===== config.mk =====
export PLATFORM = sky130hd
export DESIGN_NAME = alu
export DESIGN_NICKNAME = d
export VERILOG_FILES = /design/src/verilog/mipsDefines.svh /design/src/verilog/exPkg.sv /design/src/verilog/alu.sv
export SDC_FILE = /design/constraint.sdc
export NUM_CORES = 1
export LEC_CHECK = 0
export BUFFER_PORTS_ARGS = -buffer_cell sky130_fd_sc_hd__buf_4
export CAP_MARGIN = 0
export CORE_ASPECT_RATIO = 1.75
export CORE_MARGIN = 3
export CORE_UTILIZATION = 54
export DETAILED_ROUTE_END_ITERATION = 8
export PLACE_DENSITY = 0.75
export SLEW_MARGIN = 15
export SYNTH_ARGS = -nofsm -noshare
export SYNTH_HDL_FRONTEND = slang
export SYNTH_SLANG_ARGS = --single-unit

===== constraint.sdc =====
create_clock -name vclk -period 5
set_input_delay 0.5 -clock vclk [all_inputs]
set_output_delay 0.5 -clock vclk [all_outputs]
set_load 0.02 [all_outputs]

===== src/verilog/mipsDefines.svh =====
`ifndef MIPS_DEFINES_SVH
`define MIPS_DEFINES_SVH

// instruction field ranges
`define OPCODE      31:26
`define SHAMT       10:6
`define FUNCT       5:0

// opcodes
`define OP_SPECIAL  6'b000000   // R-type, funct decides
`define OP_ADDI     6'b001000
`define OP_ADDIU    6'b001001
`define OP_SLTI     6'b001010
`define OP_SLTIU    6'b001011
`define OP_ANDI     6'b001100
`define OP_ORI      6'b001101
`define OP_XORI     6'b001110
`define MEM_CLASS   2'b10       // inst[31:30] of every load and store

// funct codes
// shifts: bit 0 arithmetic, bit 1 right, bit 2 variable
`define F_SLL       6'b000000
`define F_SRL       6'b000010
`define F_SRA       6'b000011
`define F_SLLV      6'b000100
`define F_SRLV      6'b000110
`define F_SRAV      6'b000111
`define F_MFHI      6'b010000
`define F_MTHI      6'b010001
`define F_MFLO      6'b010010
`define F_MTLO      6'b010011
`define F_MULT      6'b011000
`define F_MULTU     6'b011001
`define F_DIV       6'b011010
`define F_DIVU      6'b011011
`define F_ADD       6'b100000
`define F_ADDU      6'b100001
`define F_SUB       6'b100010
`define F_SUBU      6'b100011
`define F_AND       6'b100100
`define F_OR        6'b100101
`define F_XOR       6'b100110
`define F_NOR       6'b100111
`define F_SLT       6'b101010
`define F_SLTU      6'b101011

// mdCtrl bit positions
`define MD_LAUNCH    4
`define MD_DIV       3
`define MD_UNSIGNED  2
`define MD_MOVE      1
`define MD_TARGET_LO 0

// muldiv latency, cycles of busy
`define MUL_CYCLES  4
`define DIV_CYCLES  10

`endif


===== src/verilog/exPkg.sv =====
package exPkg;

    // ALU opcode, encoding kept from the older decoder
    typedef enum logic [3:0] {
        ADD  = 4'd0,
        SUB  = 4'd1,
        AND  = 4'd2,
        OR   = 4'd3,
        NOR  = 4'd4,
        XOR  = 4'd5,
        SLL  = 4'd6,
        SRA  = 4'd7,
        SRL  = 4'd8,
        SLTU = 4'd9,
        SLT  = 4'd10,
        NONE = 4'd15    // unsupported instruction
    } aluOp;

    // operand B source
    typedef enum logic [1:0] {
        RT       = 2'd0,
        RS_SHIFT = 2'd1,    // variable shift, rs[4:0]
        SHAMT    = 2'd2,    // shamt field
        IMM      = 2'd3     // extended immediate
    } srcBSel;

    // AO result source
    typedef enum logic [1:0] {
        ALU    = 2'd0,
        FWD    = 2'd1,      // forwarded DO value
        MULDIV = 2'd2       // hi or lo
    } aoSel;

    // muldiv sequencer
    typedef enum logic [1:0] {
        IDLE = 2'd0,
        MUL  = 2'd1,
        DIV  = 2'd2
    } mdState;

endpackage


===== src/verilog/alu.sv =====
`timescale 1ns/1ps

module alu (
    input  logic [31:0] a,
    input  logic [31:0] b,
    input  exPkg::aluOp op,
    output logic [31:0] y
);
    import exPkg::*;

    logic [4:0] sh;     // shift distance

    assign sh = b[4:0];

    always_comb begin
        case (op)
            ADD:     y = a + b;    // add and addu alike
            SUB:     y = a - b;
            AND:     y = a & b;
            OR:      y = a | b;
            NOR:     y = ~(a | b);
            XOR:     y = a ^ b;
            SLL:     y = a << sh;
            SRA:     y = $unsigned($signed(a) >>> sh);  // sign fill
            SRL:     y = a >> sh;
            SLTU:    y = {31'b0, a < b};
            SLT:     y = {31'b0, $signed(a) < $signed(b)};
            default: y = '0;       // NONE
        endcase
    end

endmodule


Word-level counts from Yosys, hierarchy flattened

Index checks and enable logic that the tools add are counted.

Memory bits (read-only): 0
Memories: 0
Bits in writable memories: 0
Bits in latches: 0
Bits in registers: 0
Output and inout bits: 32
Word-level logic and storage cells: 23
Input bits: 68

Equal/unequal tests: 10
Bitwise operators: 4
Reductions and logical operators: 1
Add/subtract/negate cells: 2
Divide/modulo/power cells: 0
Shifts and indexed selects: 3
Order comparisons: 2
Multipliers: 0
Mux-type cells: 1

Operator list:

| cell                                                                  | number |
|---|---|
| 32-bit one-hot mux with 11 select lines                               | 1 |
| 32-bit < comparator                                                   | 2 |
| 32-bit adder                                                          | 1 |
| 32-bit AND                                                            | 1 |
| 32-bit inverter                                                       | 1 |
| 32-bit OR                                                             | 1 |
| 32-bit by 5-bit left shift with 32-bit output                         | 1 |
| 32-bit by 5-bit >> shifter with 32-bit output                         | 1 |
| 32-bit by 5-bit >>> shifter with 32-bit output                        | 1 |
| 32-bit subtractor                                                     | 1 |
| 32-bit bitwise XOR                                                    | 1 |
| 4-bit by 3-bit equality test with 1-bit output, second input constant | 4 |
| 4-bit equality test, second input constant                            | 3 |
| 4-bit by 2-bit equality test with 1-bit output, second input constant | 2 |
| 4-bit by 1-bit equality test with 1-bit output, second input constant | 1 |
| 4-bit zero test                                                       | 1 |

Logic depth before layout (Yosys ltp)

Word-level depth: 3
Mapped depth: 16
Mapped depth without buffers: 13

Least setup slack after synthesis

Ideal clock, no wire load.

Path kind: input to output
Start point: input b[2]
End point: output y[24]
Setup slack: 0.567 ns
Required time: 4.500 ns
Cell stages on the path: 15
Buffers on the path: 4
Data arrival time: 3.933 ns
Cells stage by stage: clkinv_1 buf_2 buf_1 buf_1 ha_1 buf_4 a21o_1 a21o_1 a31o_4 a311oi_4 o21a_1 nor2_1 o221ai_2 mux2_1 o221ai_2

Word-level cells in the longest chain between the ends: 2
Elaborated cells between the ends (all ways): 6
Classes of those cells: 2 x add/sub; 3 x shift; 1 x mux

Ends and longest elaborated chain:

| element                                         | RTL line  | source |
|---|---|---|
| start, declared                                 | alu.sv:5  | `input logic [31:0] b,` |
| 32-bit subtractor, or another cell as far along | alu.sv:18 | `SUB: y = a - b;` |
| 32-bit one-hot mux with 11 select lines *       | alu.sv:16 | `case (op)` |
| end, declared                                   | alu.sv:7  | `output logic [31:0] y` |

Mark *: on every way between the ends. The rest lies on a longest branch, timed or not.

Final worst setup path

Start point: input b[0]
End point: output y[10]

Same word-level chain as after synthesis.

==> flow_summary.toml <==
[status]
status = "finished, final reports clean"

[grt]
antenna_found_initial = 0
grt_max_degree = 80
grt_pass1_vias = 10400
grt_pass1_wl_um = 59500
grt_overflow = 0
grt_usage_pct = 42.9

[finish]
clock_buffers = 0
area_growth_pct = 8.46
multi_input_area_um2 = 7880
regArea_um2 = 0
fillers = 1584
n_sequential_cell = 0
drive_gt1_share_pct = 14.3
final_nets = 1556

[floorplan]
die_h_um = 174
core-area_um2 = 15600
dieArea_um2 = 17800
die_w_um = 102
io_pins = 100
initial_core_util_pct = 55.9
rows = 60

[synth]
yosysWarnings = 0
synthesis.nets = 1530
synth_most_common_cell = "nor2_1"
synth_area_leader_cell = "ha_1"
synth_commonest_cells = "171 x nor2_1, 137 x nand2_1, 134 x a21oi_1"
ys_seq_area_share_pct = 0
synth_area_um2 = 8730
synth.area.top_cells = "ha_1 14%, a21oi_1 7.7%, nor2_1 7.4%"
yosysTopAreaCellShare_pct = 14.3
syn_avg_cell_area_um2 = 6.42
syn_inst = 1360
synth_cell_types = 99

[timing]
relSlewSlack_pct = 32.5
finalMaxSlewViolations = 0
rsz0062_at_grt = "no"
fin_crit_ps = 4570
fin_tns_setup_ps = 0
setup_violations = 0
fin_ws_ps = 431
fin_crit_sh_pct = 91.4
worstMarginPinSlew_ps = 1010
clock.fmax_mhz = 219
hold_viol = 0

[job]
drv_cap = 0

[setup_path]
crit_fanout = 53
crit_family = "compound AO/OA/AOI/OAI gates"
max_stage_delay_ps = 830
startpoint_type = "input port"
critPathSlowestCell = "a211oi_1"
cp-end-kind = "primary output"
criticalPathCategory = "input port to primary output"
cp.arrival_ps = 4070
path_buf_inv = 4
crit_chain = "buf_4 > buf_12 > inv_1 > ha_1 > o211ai_1 > nand2_1 > o211ai_1 > a21oi_1 > a211oi_1 > o221ai_1 > buf_4"
crit_required_ps = 4500

[place]
io_buffers = 100
place_ws_ps = 646
routabilityCongestion = 1.06
hpwlAfterDp_um = 31700

[drt]
vias_per_cell = 7.16
drt_wl_total_um = 40100
antenna_left = 0
first_pass_iters = 6
vias = 11200
initialDrtViolationCount = 1232
drc = 0
routedWlPerCell_um = 25.5

[clock_tree]
post_cts_resized = 0
post-cts-setup-buffer-count = 0
postCtsHoldBufs = 0

[min_path]
worst_hold_path_type = "input port to primary output"
routing by layer:
| layer | global-route usage, % | wire [µm] |
|---|---|---|
| met5 | 0 | 0 |
| met4 | 25.0 | 3090 |
| met3 | 5.70 | 3740 |
| met2 | 72.4 | 19300 |
| met1 | 50.6 | 14000 |
layout make-up:
cell class | count | area share [%]
multi-input combinational | 1154 | 83.3
timing repair buffer | 126 | 10.1
inverter | 104 | 4.12
tap | 186 | 2.46
antenna | 1 | 0.0264
worst paths after layout:
kind | from | end | cells after the start
min | b[4] | y[11] | 4
max | b[0] | y[10] | 11
cell usage in the layout (no fill, tap or decap), types with 21 or more instances in the layout:
| cell | n |
|---|---|
| nand2_1 | 137 |
| ha_1 | 100 |
| a211oi_1 | 25 |
| a21oi_1 | 134 |
| inv_1 | 99 |
| nor2_1 | 171 |
| o211ai_1 | 30 |
| a221oi_1 | 32 |
| nor3_1 | 21 |
| nand3_1 | 22 |
| nand2b_1 | 22 |
| o21ai_0 | 106 |
| a21o_1 | 27 |
| buf_4 | 125 |
| mux2i_1 | 37 |
kinds of logic (layout without fill, tap and decap cells):
| kind of cell | count (synthesis) | count (layout) | share of synthesized area (%) |
|---|---|---|---|
| compound gates | 536 | 536 | 42.0 |
| xor+xnor | 2 | 2 | 0.201 |
| fa+ha+maj | 102 | 102 | 14.8 |
| buf+inv | 206 | 230 | 9.96 |
| mux | 65 | 65 | 9.56 |
| other cells | 0 | 1 | 0 |
| simple gates | 449 | 449 | 23.5 |
through the flow:
| stage | util [%] | cells | instance area (µm²) | hold slack (ps) |
|---|---|---|---|---|
| after floorplan | - | 1360 | 8730 | 1360 |
| after detailed placement | 60.6 | 1570 | 9460 | 1560 |
| final | 60.6 | 1571 | 9470 | 1570 |
| after global routing | 60.6 | 1570 | 9460 | 1600 |
| after global placement | 60.6 | 1570 | 9460 | 1560 |
| after CTS | 60.6 | 1570 | 9460 | 1570 |
