File: src/verilog/mipsDefines.svh
`ifndef MIPS_DEFINES_SVH
`define MIPS_DEFINES_SVH

// instruction field ranges
`define OPCODE      31:26
`define SHAMT       10:6
`define FUNCT       5:0

// opcodes
`define OP_SPECIAL  6'b000000   // R-type, funct decides
`define OP_ADDI     6'b001000
`define OP_ADDIU    6'b001001
`define OP_SLTI     6'b001010
`define OP_SLTIU    6'b001011
`define OP_ANDI     6'b001100
`define OP_ORI      6'b001101
`define OP_XORI     6'b001110
`define MEM_CLASS   2'b10       // inst[31:30] of every load and store

// funct codes
// shifts: bit 0 arithmetic, bit 1 right, bit 2 variable
`define F_SLL       6'b000000
`define F_SRL       6'b000010
`define F_SRA       6'b000011
`define F_SLLV      6'b000100
`define F_SRLV      6'b000110
`define F_SRAV      6'b000111
`define F_MFHI      6'b010000
`define F_MTHI      6'b010001
`define F_MFLO      6'b010010
`define F_MTLO      6'b010011
`define F_MULT      6'b011000
`define F_MULTU     6'b011001
`define F_DIV       6'b011010
`define F_DIVU      6'b011011
`define F_ADD       6'b100000
`define F_ADDU      6'b100001
`define F_SUB       6'b100010
`define F_SUBU      6'b100011
`define F_AND       6'b100100
`define F_OR        6'b100101
`define F_XOR       6'b100110
`define F_NOR       6'b100111
`define F_SLT       6'b101010
`define F_SLTU      6'b101011

// mdCtrl bit positions
`define MD_LAUNCH    4
`define MD_DIV       3
`define MD_UNSIGNED  2
`define MD_MOVE      1
`define MD_TARGET_LO 0

// muldiv latency, cycles of busy
`define MUL_CYCLES  4
`define DIV_CYCLES  10

`endif

File: src/verilog/exPkg.sv
package exPkg;

    // ALU opcode, encoding kept from the older decoder
    typedef enum logic [3:0] {
        ADD  = 4'd0,
        SUB  = 4'd1,
        AND  = 4'd2,
        OR   = 4'd3,
        NOR  = 4'd4,
        XOR  = 4'd5,
        SLL  = 4'd6,
        SRA  = 4'd7,
        SRL  = 4'd8,
        SLTU = 4'd9,
        SLT  = 4'd10,
        NONE = 4'd15    // unsupported instruction
    } aluOp;

    // operand B source
    typedef enum logic [1:0] {
        RT       = 2'd0,
        RS_SHIFT = 2'd1,    // variable shift, rs[4:0]
        SHAMT    = 2'd2,    // shamt field
        IMM      = 2'd3     // extended immediate
    } srcBSel;

    // AO result source
    typedef enum logic [1:0] {
        ALU    = 2'd0,
        FWD    = 2'd1,      // forwarded DO value
        MULDIV = 2'd2       // hi or lo
    } aoSel;

    // muldiv sequencer
    typedef enum logic [1:0] {
        IDLE = 2'd0,
        MUL  = 2'd1,
        DIV  = 2'd2
    } mdState;

endpackage

File: src/verilog/exControl.sv
`timescale 1ns/1ps
`include "mipsDefines.svh"

module exControl (
    input  logic [31:0]   inst,
    input  logic          doReliable,   // DO already holds this result
    output logic          aSel,         // rt into operand A for shifts
    output exPkg::srcBSel bSel,
    output exPkg::aoSel   resultSel,
    output exPkg::aluOp   aluCtrl,
    output logic [4:0]    mdCtrl        // {launch, divide, unsigned, move, targetLo}
);
    import exPkg::*;

    logic [5:0] funct;
    logic       special;    // R-type
    logic       shift;
    logic       immediate;
    logic       mdOp;       // any hi/lo instruction
    logic       mfHiLo;

    assign funct     = inst[`FUNCT];
    assign special   = (inst[`OPCODE] == `OP_SPECIAL);
    assign immediate = ~special;    // loads, stores and ALU immediates

    assign shift = special && (funct inside {`F_SLL, `F_SRL, `F_SRA,
                                             `F_SLLV, `F_SRLV, `F_SRAV});

    assign mdOp = special && (funct inside {`F_MULT, `F_MULTU, `F_DIV, `F_DIVU,
                                            `F_MFHI, `F_MFLO, `F_MTHI, `F_MTLO});
    assign mfHiLo = special && (funct inside {`F_MFHI, `F_MFLO});

    assign aSel = shift;

    always_comb begin
        if (shift) begin
            if (funct[2]) bSel = RS_SHIFT;  // sllv/srlv/srav
            else bSel = SHAMT;
        end else if (immediate) begin
            bSel = IMM;
        end else begin
            bSel = RT;
        end
    end

    // muldiv result beats forwarding, forwarding beats the ALU
    always_comb begin
        if (mfHiLo) resultSel = MULDIV;
        else if (doReliable) resultSel = FWD;
        else resultSel = ALU;
    end

    always_comb begin
        aluCtrl = NONE;
        if (special) begin
            case (funct)
                `F_ADD, `F_ADDU:  aluCtrl = ADD;   // no overflow trap
                `F_SUB, `F_SUBU:  aluCtrl = SUB;
                `F_AND:           aluCtrl = AND;
                `F_OR:            aluCtrl = OR;
                `F_NOR:           aluCtrl = NOR;
                `F_XOR:           aluCtrl = XOR;
                `F_SLL, `F_SLLV:  aluCtrl = SLL;
                `F_SRA, `F_SRAV:  aluCtrl = SRA;
                `F_SRL, `F_SRLV:  aluCtrl = SRL;
                `F_SLTU:          aluCtrl = SLTU;
                `F_SLT:           aluCtrl = SLT;
                default:          aluCtrl = NONE;  // muldiv ops and the rest
            endcase
        end else if (inst[31:30] == `MEM_CLASS) begin
            aluCtrl = ADD;  // address = rs + offset
        end else begin
            case (inst[`OPCODE])
                `OP_ADDI, `OP_ADDIU: aluCtrl = ADD;
                `OP_ANDI:            aluCtrl = AND;
                `OP_ORI:             aluCtrl = OR;
                `OP_XORI:            aluCtrl = XOR;
                `OP_SLTIU:           aluCtrl = SLTU;
                `OP_SLTI:            aluCtrl = SLT;
                default:             aluCtrl = NONE;
            endcase
        end
    end

    // funct regularity: bit3 launch, bit1 divide/targetLo, bit0 unsigned,
    // move when not launching and bit0 set
    assign mdCtrl = {5{mdOp}} & {inst[3], inst[1], inst[0], ~inst[3] & inst[0], inst[1]};

    // ALU table and muldiv decode never claim the same instruction
    always_comb begin
        if (aluCtrl != NONE) begin
            mdNotAlu: assert (mdCtrl == 5'b0)
                else $error("muldiv command decoded alongside an ALU operation");
        end
    end

endmodule

File: config.mk
export PLATFORM = sky130hd
export DESIGN_NAME = exControl
export DESIGN_NICKNAME = d
export VERILOG_FILES = /design/src/verilog/exPkg.sv /design/src/verilog/exControl.sv
export VERILOG_INCLUDE_DIRS = /design/src /design/src/verilog
export SDC_FILE = /design/constraint.sdc
export NUM_CORES = 1
export LEC_CHECK = 0
export ABC_AREA = 1
export BUFFER_PORTS_ARGS = -buffer_cell sky130_fd_sc_hd__buf_2
export CAP_MARGIN = 20
export CORE_AREA = 2 2 39 41
export DETAILED_ROUTE_END_ITERATION = 10
export DIE_AREA = 0 0 41 43
export GPL_TIMING_DRIVEN = 0
export PLACE_DENSITY_LB_ADDON = 0.12
export SLEW_MARGIN = 30
export SYNTH_ARGS = -nofsm -noshare
export SYNTH_HDL_FRONTEND = slang
export SYNTH_SLANG_ARGS = --single-unit
File: constraint.sdc
create_clock -name vclk -period 2.4
set_input_delay 0.36 -clock vclk [all_inputs]
set_output_delay 0.36 -clock vclk [all_outputs]
set_load 0.05 [all_outputs]
# [Word-level counts from Yosys, hierarchy flattened]
# Memory sizes are Yosys's and may differ from the RTL's.
# Cells that the tools add are included.
[word_totals] reg_bits=0 romBits=256 in_bits=33 output_inout_bits=14 elab_cells=42 mem_count=1
[op_classes] eq_ne=21 n_mux=8 n_bitwise=3 reduce_logical=9
[memory_table] name="(no name shown)" depth=64 word_bits=4 read_ports=1 rd_ports_with_merged_regs=0 write_ports=0 line_no="exControl.sv:56" text="case (funct)"
[op_table] cell="equality test 6 x 5 -> 1 bit (second input constant)" count=8
[op_table] cell="equality test 6 x 4 -> 1 bit (second input constant)" count=7
[op_table] cell="case mux 4 bit (6 select lines)" count=1
[op_table] cell="equality test 6 x 3 -> 1 bit (second input constant)" count=3
[op_table] cell="equality test 6 x 2 -> 1 bit (second input constant)" count=2
[op_table] cell="zero test 6 bit" count=2
[op_table] cell="two-way mux 2 bit" count=4
[op_table] cell="two-way mux 4 bit" count=2
[op_table] cell="nonzero test 8 bit" count=1
[op_table] cell="nonzero test 6 bit" count=1
[op_table] cell="bitwise AND 5 bit" count=1
[op_table] cell="logical AND 1 bit" count=3
[op_table] cell="equality test 2 bit (second input constant)" count=1
[op_table] cell="nonzero test 2 bit" count=1
[op_table] cell="OR reduction 2 bit" count=1
[op_table] cell="bitwise AND 1 bit" count=1
[op_table] cell="two-way mux 1 bit" count=1
[op_table] cell="inverter 1 bit" count=1

# [Longest topological paths before layout]
# Gate-level depths: netlist (run 1).
[logic_depth] ltp_word=5 ltp_mapped=8 mapped_depth_nobuf=8

# [Least setup slack after synthesis (run 1)]
# OpenSTA, ideal clock, no wires.
[synth_timing] path_type="input to output" startpoint="input inst[0]" endpoint="output mdCtrl[3]" arrival_time_ps=1874 t_required_ps=2040 setup_slack_ps=166 cell_stages=7 path_buffers=1 cell_sequence="inv_1 -> ha_1 -> nor2_1 -> nand2_1 -> o21ai_2 -> nor2_1 -> buf_4"
[synth_via] elab_chain_cells=4 word_cells_on_any_way=11 cone_classes="8 x eq/ne; 1 x bitwise; 2 x reduce/logical"
[synth_rtl] item="from (decl)" line_no="exControl.sv:5" text="input logic [31:0] inst,"
[synth_rtl] item="equality test 6 x 5 -> 1 bit" line_no="exControl.sv:29" text="assign mdOp = special && (funct inside {`F_MULT, `F_MULTU, `F_DIV, `F_DIVU,"
[synth_rtl] item="nonzero test 8 bit (*)" line_no="exControl.sv:29"
[synth_rtl] item="logical AND 1 bit (*)" line_no="exControl.sv:29"
[synth_rtl] item="bitwise AND 5 bit (*)" line_no="exControl.sv:87" text="assign mdCtrl = {5{mdOp}} & {inst[3], inst[1], inst[0], ~inst[3] & inst[0], inst[1]};"
[synth_rtl] item="to (decl)" line_no="exControl.sv:11" text="output logic [4:0] mdCtrl"
# Mark *: on every way between the ends. The rest lies on a longest branch, timed or not.

# [Worst setup path after layout (run 1)]
# Ends and elaborated chain as after synthesis.

==> results of run 1 <==
[cell families after synthesis]
family,Yosys count,share of synthesized area
buffers and inverters,20,0.156
AND/OR/NAND/NOR,63,0.637
AO/OA/AOI/OAI,11,0.111
adder cells (fa/ha/maj),4,0.0948
[metal layers]
layer	up-vias	share of wire
met5	-	0
li1	363	-
met3	0	0.030
met2	10	0.55
met4	0	0
met1	277	0.42
[critical path, cell delays in order]
cell and delay [ns]:
sky130_fd_sc_hd__buf_2 0.11, sky130_fd_sc_hd__inv_1 0.07, sky130_fd_sc_hd__ha_1 0.23, sky130_fd_sc_hd__nor2_1 0.23, sky130_fd_sc_hd__nand2_1 0.12, sky130_fd_sc_hd__o21ai_2 0.23
sky130_fd_sc_hd__nor2_1 0.08, sky130_fd_sc_hd__buf_4 0.13, sky130_fd_sc_hd__buf_2 0.20
[synth_stat cells (all sizes together)]
library cell  instances  area share
ha                    4       0.095
inv                  18        0.13
nand2                32        0.23
nor3                  2       0.038
a21oi                 2       0.019
nor2                 17        0.18
o21ai                 9       0.092
nand4                 1       0.024
nand3                10        0.13
buf                   2       0.028
nor4                  1       0.040
[report_power, final]
part / internal [W] / leakage (nW) / switching, W
registers: 0 / 0 / 0
logic: 0.0000310 / 0.391 / 0.0000773
clock network: 0 / 0 / 0
total: 0.0000310 / 0.391 / 0.0000773
[cell type report]
| type | count | area [µm²] | area share |
|---|---|---|---|
| tap | 16 | 20.0 | 0.0293 |
| multi-input combinational | 78 | 445 | 0.652 |
| inverter | 18 | 67.6 | 0.0989 |
| timing repair buffer | 27 | 135 | 0.198 |
| buffer | 2 | 15.0 | 0.0220 |
[per-stage QoR]
step	hold WS [ns]	worst slack [ns]	cells
2_1_floorplan	0.821	0.166	98
3_3_place_gp	1.08	0.284	141
3_5_place_dp	1.09	0.275	141
4_1_cts	1.09	0.271	141
5_1_grt	1.12	0.153	141
6_report	1.09	0.279	141
[how the worst max path moves through the flow]
stage                  from        end  cells past startpoint
floorplan           inst[0]  mdCtrl[3]                      7
global placement    inst[0]  mdCtrl[3]                      9
detailed placement  inst[0]  mdCtrl[3]                      9
CTS                 inst[0]  mdCtrl[3]                      9
global route        inst[0]  mdCtrl[3]                      9
finish              inst[0]  mdCtrl[3]                      9
==> summary.txt, run 1 <==
global-route track usage on met3: 0
Core Area: 0.00138 mm²
Layout clock buffers: 0
hold path startpoint: doReliable
final max-slew violation count: 0
total of warnings raised by yosys: 0
worst endpoint required time: 2.04 ns
count of different cell masters after synthesis: 20
Peak Freq: 471 MHz
arrival time at the worst endpoint: 1.76 ns
unrepaired setup endpoints after global routing: false
maximum capacitance violations: 0
length of the first detailed-routing pass in iterations: 4
synthesized area per cell: 5.39 µm²
global-route wire length before repair: 1.95 mm
peak supply drop: 0.0692 mV
antenna violations before repair: 0
Via density: 4.61
number of global-route vias before repair: 524
maximum number of pins on one net before global-route repair: 9
Worst Tran Pin Value: 0.264 ns
Die H: 43 µm
nature of the critical path startpoint: input pin
HPWL Detailed: 1.04 mm
Hold WC Path Type: input pin to output port
overall overflow remaining after global route: 0
most common cell after layout, fill and taps aside: sky130_fd_sc_hd__nand2_1
number of fill cells: 168
via count: 650
final cycle utilization of the critical path: 0.884
outcome: completed
cell area after layout: 683 µm²
total die area: 0.00176 mm²
number of hold-slack violations in the final timing report: 0
slew margin rel.: 0.824
Total Wirelength: 1.14 mm
Area Overhead vs Synth: 29.4%
RePlAce Congestion: 0.777
width of the die: 41 µm
nets in the synthesized netlist: 135
count of final setup violators: 0
Worst Hold Endpoint: resultSel[0]
remaining number of nets flagged by the antenna check after routing: 0
crit path kind: input pin to output port
Initial Util: 0.382
FP Rows: 14
cells resized by post-CTS repair: 0
number of buffer cells added on primary ports: 27
Post-Syn Area: 528 µm²
P per Cell Area: 158 mW/mm²
Top Ports: 47
cell area after placement: 683 µm²
Sequential cell area: 0 µm²
antenna diode count: 0
number of sequential cells in the layout: 0
post-synthesis instance total: 98
drt first-iter violations: 9
worst hold stages: 4
overall power after layout: 0.000108 W
met1 Track Usage GR: 0.174
minimum clock period after layout: 2.12 ns
Setup TNS Final: 0 ns
proportion of synthesized chip area in sequential cells: 0
quantity of hold-fixing buffers added after cts: 0
Post-CTS Setup Inserts: 0
ratio of cells with drive above 1 in the final layout: 0.352
per-cell routed wire length: 8.11 µm
highest fanout seen on the critical path: 4
grt peak-use layer: met2
total routing usage reported by global routing: 0.145
met2 usage: 0.281
most frequent cells in the layout: sky130_fd_sc_hd__nand2_1, sky130_fd_sc_hd__buf_2, sky130_fd_sc_hd__inv_1
DRC violation count after routing: 0
Final #Nets: 164
element type at the critical path end: output port
Layout Utilization: 0.494
leakage power of the design: 0.391 nW
(Power assumes the default switching activity.)
==> run 2, diff against run 1 <==
--- a/config.mk
+++ b/config.mk
@@ -9,9 +9,9 @@
 export ABC_AREA = 1
 export BUFFER_PORTS_ARGS = -buffer_cell sky130_fd_sc_hd__buf_2
 export CAP_MARGIN = 20
-export CORE_AREA = 2 2 39 41
+export CORE_AREA = 2 2 40 42
 export DETAILED_ROUTE_END_ITERATION = 10
-export DIE_AREA = 0 0 41 43
+export DIE_AREA = 0 0 42 44
 export GPL_TIMING_DRIVEN = 0
 export PLACE_DENSITY_LB_ADDON = 0.12
 export SLEW_MARGIN = 30
==> summary.txt, run 2 (same netlist as run 1, synthesis figures left out) <==
maximum number of pins on one net before global-route repair: 9
DRC violation count after routing: 0
worst endpoint required time: 2.04 ns
Total Wirelength: 1.24 mm
total die area: 0.00185 mm²
RePlAce Congestion: 0.801
per-cell routed wire length: 8.77 µm
HPWL Detailed: 1.11 mm
Initial Util: 0.372
Top Ports: 47
placement-stage worst setup slack: 0.213 ns
maximum capacitance violations: 0
Via density: 4.67
Die H: 44 µm
slew margin rel.: 0.794
Final #Nets: 164
antenna violations before repair: 0
total routing usage reported by global routing: 0.142
width of the die: 42 µm
Setup TNS Final: 0 ns
leakage power of the design: 0.391 nW
final worst slack: 0.229 ns
Area Overhead vs Synth: 29.4%
FP Rows: 14
crit path kind: input pin to output port
Layout clock buffers: 0
most common cell after layout, fill and taps aside: sky130_fd_sc_hd__nand2_1
Core Area: 0.00142 mm²
drt first-iter violations: 17
minimum clock period after layout: 2.17 ns
antenna diode count: 0
cells resized by post-CTS repair: 0
Layout Utilization: 0.481
unrepaired setup endpoints after global routing: false
overall overflow remaining after global route: 0
Peak Freq: 461 MHz
Post-CTS Setup Inserts: 0
quantity of hold-fixing buffers added after cts: 0
peak supply drop: 0.0616 mV
worst hold slack after final layout: 1.09 ns
element type at the critical path end: output port
via count: 658
Sequential cell area: 0 µm²
number of sequential cells in the layout: 0
number of global-route vias before repair: 556
outcome: completed
arrival time at the worst endpoint: 1.81 ns
P per Cell Area: 161 mW/mm²
number of buffer cells added on primary ports: 27
Worst Tran Pin Value: 0.307 ns
count of final setup violators: 0
final max-slew violation count: 0
remaining number of nets flagged by the antenna check after routing: 0
ratio of cells with drive above 1 in the final layout: 0.352
global-route wire length before repair: 2.18 mm
nature of the critical path startpoint: input pin
number of hold-slack violations in the final timing report: 0
final cycle utilization of the critical path: 0.905
length of the first detailed-routing pass in iterations: 4
highest fanout seen on the critical path: 4
Hold WC Path Type: input pin to output port
overall power after layout: 0.000110 W
most frequent cells in the layout: sky130_fd_sc_hd__nand2_1, sky130_fd_sc_hd__buf_2, sky130_fd_sc_hd__inv_1
## run 2: final cells by class
class	instances	area (µm²)
plain buffers	2	15.0
fillers	162	736
inverters	18	67.6
multi-input cells	78	445
well taps	16	20.0
repair buffers	27	135
## run 2: final timing paths
check,startpoint,to,cells past startpoint
hold / removal,doReliable,resultSel[0],4
setup / recovery,inst[0],mdCtrl[3],9
## run 2: metrics by stage
step,instance area [µm²],instances
floorplan,528,98
global placement,683,141
detailed placement,683,141
CTS,683,141
global route,683,141
finish,683,141
## run 2: critical path, stage by stage
cell and delay [ns]:
sky130_fd_sc_hd__buf_2 0.12, sky130_fd_sc_hd__inv_1 0.07, sky130_fd_sc_hd__ha_1 0.23, sky130_fd_sc_hd__nor2_1 0.26
sky130_fd_sc_hd__nand2_1 0.13, sky130_fd_sc_hd__o21ai_2 0.23, sky130_fd_sc_hd__nor2_1 0.09, sky130_fd_sc_hd__buf_4 0.13
sky130_fd_sc_hd__buf_2 0.20
## run 2: routing by layer
layer | vias up | GRT usage | wire, µm
met5 | - | 0 | 0
met4 | 0 | 0 | 0
met3 | 0 | 0.00417 | 32
met2 | 11 | 0.269 | 623
met1 | 285 | 0.190 | 580
li1 | 362 | - | -
## run 2: where the power goes
part	total, W	internal, W	switching [W]
Combinational	0.000110	0.0000311	0.0000788
Sequential	0	0	0
Clock	0	0	0
Total	0.000110	0.0000311	0.0000788
==> run 3, diff against run 2 <==
--- a/config.mk
+++ b/config.mk
@@ -6,12 +6,13 @@
 export SDC_FILE = /design/constraint.sdc
 export NUM_CORES = 1
 export LEC_CHECK = 0
-export ABC_AREA = 1
 export BUFFER_PORTS_ARGS = -buffer_cell sky130_fd_sc_hd__buf_2
 export CAP_MARGIN = 20
-export CORE_AREA = 2 2 40 42
+export CELL_PAD_IN_SITES_DETAIL_PLACEMENT = 1
+export CELL_PAD_IN_SITES_GLOBAL_PLACEMENT = 1
+export CORE_AREA = 2 2 46 48
 export DETAILED_ROUTE_END_ITERATION = 10
-export DIE_AREA = 0 0 42 44
+export DIE_AREA = 0 0 48 50
 export GPL_TIMING_DRIVEN = 0
 export PLACE_DENSITY_LB_ADDON = 0.12
 export SLEW_MARGIN = 30
==> summary.txt, run 3 <==
most frequent cells in the layout: sky130_fd_sc_hd__buf_2, sky130_fd_sc_hd__nor2_1, sky130_fd_sc_hd__nor3_1, sky130_fd_sc_hd__inv_1, sky130_fd_sc_hd__o21ai_0
final cycle utilization of the critical path: 0.916
highest fanout seen on the critical path: 5
slew margin rel.: 0.615
antenna violations before repair: 0
final max-slew violation count: 0
number of global-route vias before repair: 485
Top Ports: 47
highest-delay cell along the critical path: sky130_fd_sc_hd__nor4_1
area share of the largest cell type after synthesis: 0.128
Post-CTS Setup Inserts: 0
Die H: 50 µm
P per Cell Area: 167 mW/mm²
Initial Util: 0.205
total of warnings raised by yosys: 0
maximum number of pins on one net before global-route repair: 10
quantity of hold-fixing buffers added after cts: 0
overall overflow remaining after global route: 0
total internal power: 0.0000311 W
proportion of synthesized chip area in sequential cells: 0
leakage power of the design: 0.264 nW
per-cell routed wire length: 11.7 µm
Via density: 4.65
post-synth top area cell: sky130_fd_sc_hd__ha_1
crit path kind: input pin to output port
Critical Path Sink: mdCtrl[3]
length of the first detailed-routing pass in iterations: 4
peak supply drop: 0.0549 mV
HPWL Detailed: 1.11 mm
number of sequential cells in the layout: 0
RePlAce Congestion: 0.818
worst endpoint required time: 2.04 ns
nets in the synthesized netlist: 96
FP Rows: 16
fraction of power consumed by sequential logic: 0
post-synthesis instance total: 59
most numerous cell types in the synthesized netlist: sky130_fd_sc_hd__nor2_1, sky130_fd_sc_hd__inv_1, sky130_fd_sc_hd__nor3_1, sky130_fd_sc_hd__o21ai_0
unrepaired setup endpoints after global routing: false
antenna diode count: 0
switch share: 0.664
outcome: completed
Area Overhead vs Synth: 42.0%
ratio of cells with drive above 1 in the final layout: 0.365
synthesized area per cell: 6.62 µm²
number of hold-slack violations in the final timing report: 0
Sequential cell area: 0 µm²
Peak Freq: 455 MHz
Total Wirelength: 1.31 mm
Final #Nets: 124
minimum clock period after layout: 2.20 ns
element type at the critical path end: output port
DRC violation count after routing: 0
arrival time at the worst endpoint: 1.84 ns
Layout clock buffers: 0
maximum capacitance violations: 0
WP depth: 7
total die area: 0.00240 mm²
buffering stage count on the worst path with inverters included: 4
cells resized by post-CTS repair: 0
cell with the most instances after synthesis: sky130_fd_sc_hd__nor2_1
width of the die: 48 µm
fraction of power consumed by the clock network: 0
cell class contributing the biggest share of worst-path delay: simple AND/OR/NAND/NOR gates
Hold WC Path Type: input pin to output port
launching instance or port of the critical path: inst[1]
remaining number of nets flagged by the antenna check after routing: 0
P_sw: 0.0000615 W
Post-Syn Area: 390 µm²
largest stage delay on the critical path: 0.55 ns
count of final setup violators: 0
Core Area: 0.00190 mm²
via count: 521
Gate power share: 1.000
Worst path most repeated cell: sky130_fd_sc_hd__buf_2
largest cells by area after synthesis: sky130_fd_sc_hd__ha_1, sky130_fd_sc_hd__nor3_1, sky130_fd_sc_hd__o21ai_0, sky130_fd_sc_hd__nor2_1, sky130_fd_sc_hd__a221o_1
drt first-iter violations: 6
Layout Utilization: 0.291
Worst Tran Pin Value: 0.572 ns
CP Cell Sequence: buf_2, inv_1, ha_1, nor4_1, nor3_1, buf_4, buf_2
nature of the critical path startpoint: input pin
overall power after layout: 0.0000926 W
most common cell after layout, fill and taps aside: sky130_fd_sc_hd__buf_2
total routing usage reported by global routing: 0.115
count of different cell masters after synthesis: 28
number of buffer cells added on primary ports: 26
global-route wire length before repair: 2.16 mm
==> run 3: changes by cell type in the layout (fill, tap and decap cells not counted), sizes merged, moves of 2 or more <==
cell / delta
nor2: -11
nand3: -9
inv: -13
nand4b: +2
nor2b: +3
o21ai: -4
nand2: -28
a221o: +2
nor3: +4
==> run 3: through the flow <==
stage / worst slack, ns / instances / area, µm² / hold slack, ns / setup TNS [ns]
after floorplan: -0.325 / 59 / 390 / 0.912 / -0.636
after global placement: 0.205 / 112 / 554 / 1.12 / 0
after detailed placement: 0.200 / 112 / 554 / 1.13 / 0
after CTS: 0.183 / 112 / 554 / 1.13 / 0
after global routing: 0.0512 / 112 / 554 / 1.16 / 0
final: 0.201 / 112 / 554 / 1.13 / 0
==> run 3: how the worst min path moves through the flow <==
stage                     startpoint           end  depth (start not counted)
after floorplan              inst[3]     mdCtrl[1]                          1
after global placement    doReliable  resultSel[0]                          3
after detailed placement  doReliable  resultSel[0]                          3
after CTS                 doReliable  resultSel[0]                          3
after global routing      doReliable  resultSel[0]                          3
final                     doReliable  resultSel[0]                          3
==> run 3: kinds of logic (layout without fill, tap and decap cells) <==
| kind of cell | Yosys count | count (layout) | synth area share |
|---|---|---|---|
| compound gates | 16 | 16 | 0.288 |
| fa+ha+maj | 4 | 4 | 0.128 |
| buf+inv | 8 | 34 | 0.115 |
| mux | 2 | 2 | 0.0545 |
| simple gates | 29 | 29 | 0.413 |
==> run 3: worst min-delay path, delay by kind of cell <==
family	cells	cell delay (ns)
buf+inv	2	0.29
simple gates	1	0.11
==> run 3: cell type report <==
| type | instances | area [µm²] |
|---|---|---|
| fillers | 257 | 1350 |
| multi-input cells | 51 | 345 |
| repair buffers | 26 | 130 |
| well taps | 27 | 33.8 |
| plain buffers | 3 | 26.3 |
| inverters | 5 | 18.8 |
==> run 3: routing by layer <==
| metal | GRT usage | vias to the layer above | part of all wire |
|---|---|---|---|
| li1 | - | 279 | - |
| met1 | 0.189 | 232 | 0.53 |
| met2 | 0.173 | 10 | 0.44 |
| met3 | 0 | 0 | 0.031 |
| met4 | 0 | 0 | 0 |
| met5 | 0 | - | 0 |
==> run 3: power by group through the flow <==
stage	registers, W	clock network [W]	logic (W)
floorplan	0	0	0.0000592
global placement	0	0	0.0000921
detailed placement	0	0	0.0000930
CTS	0	0	0.0000932
global route	0	0	0.000102
finish	0	0	0.0000926
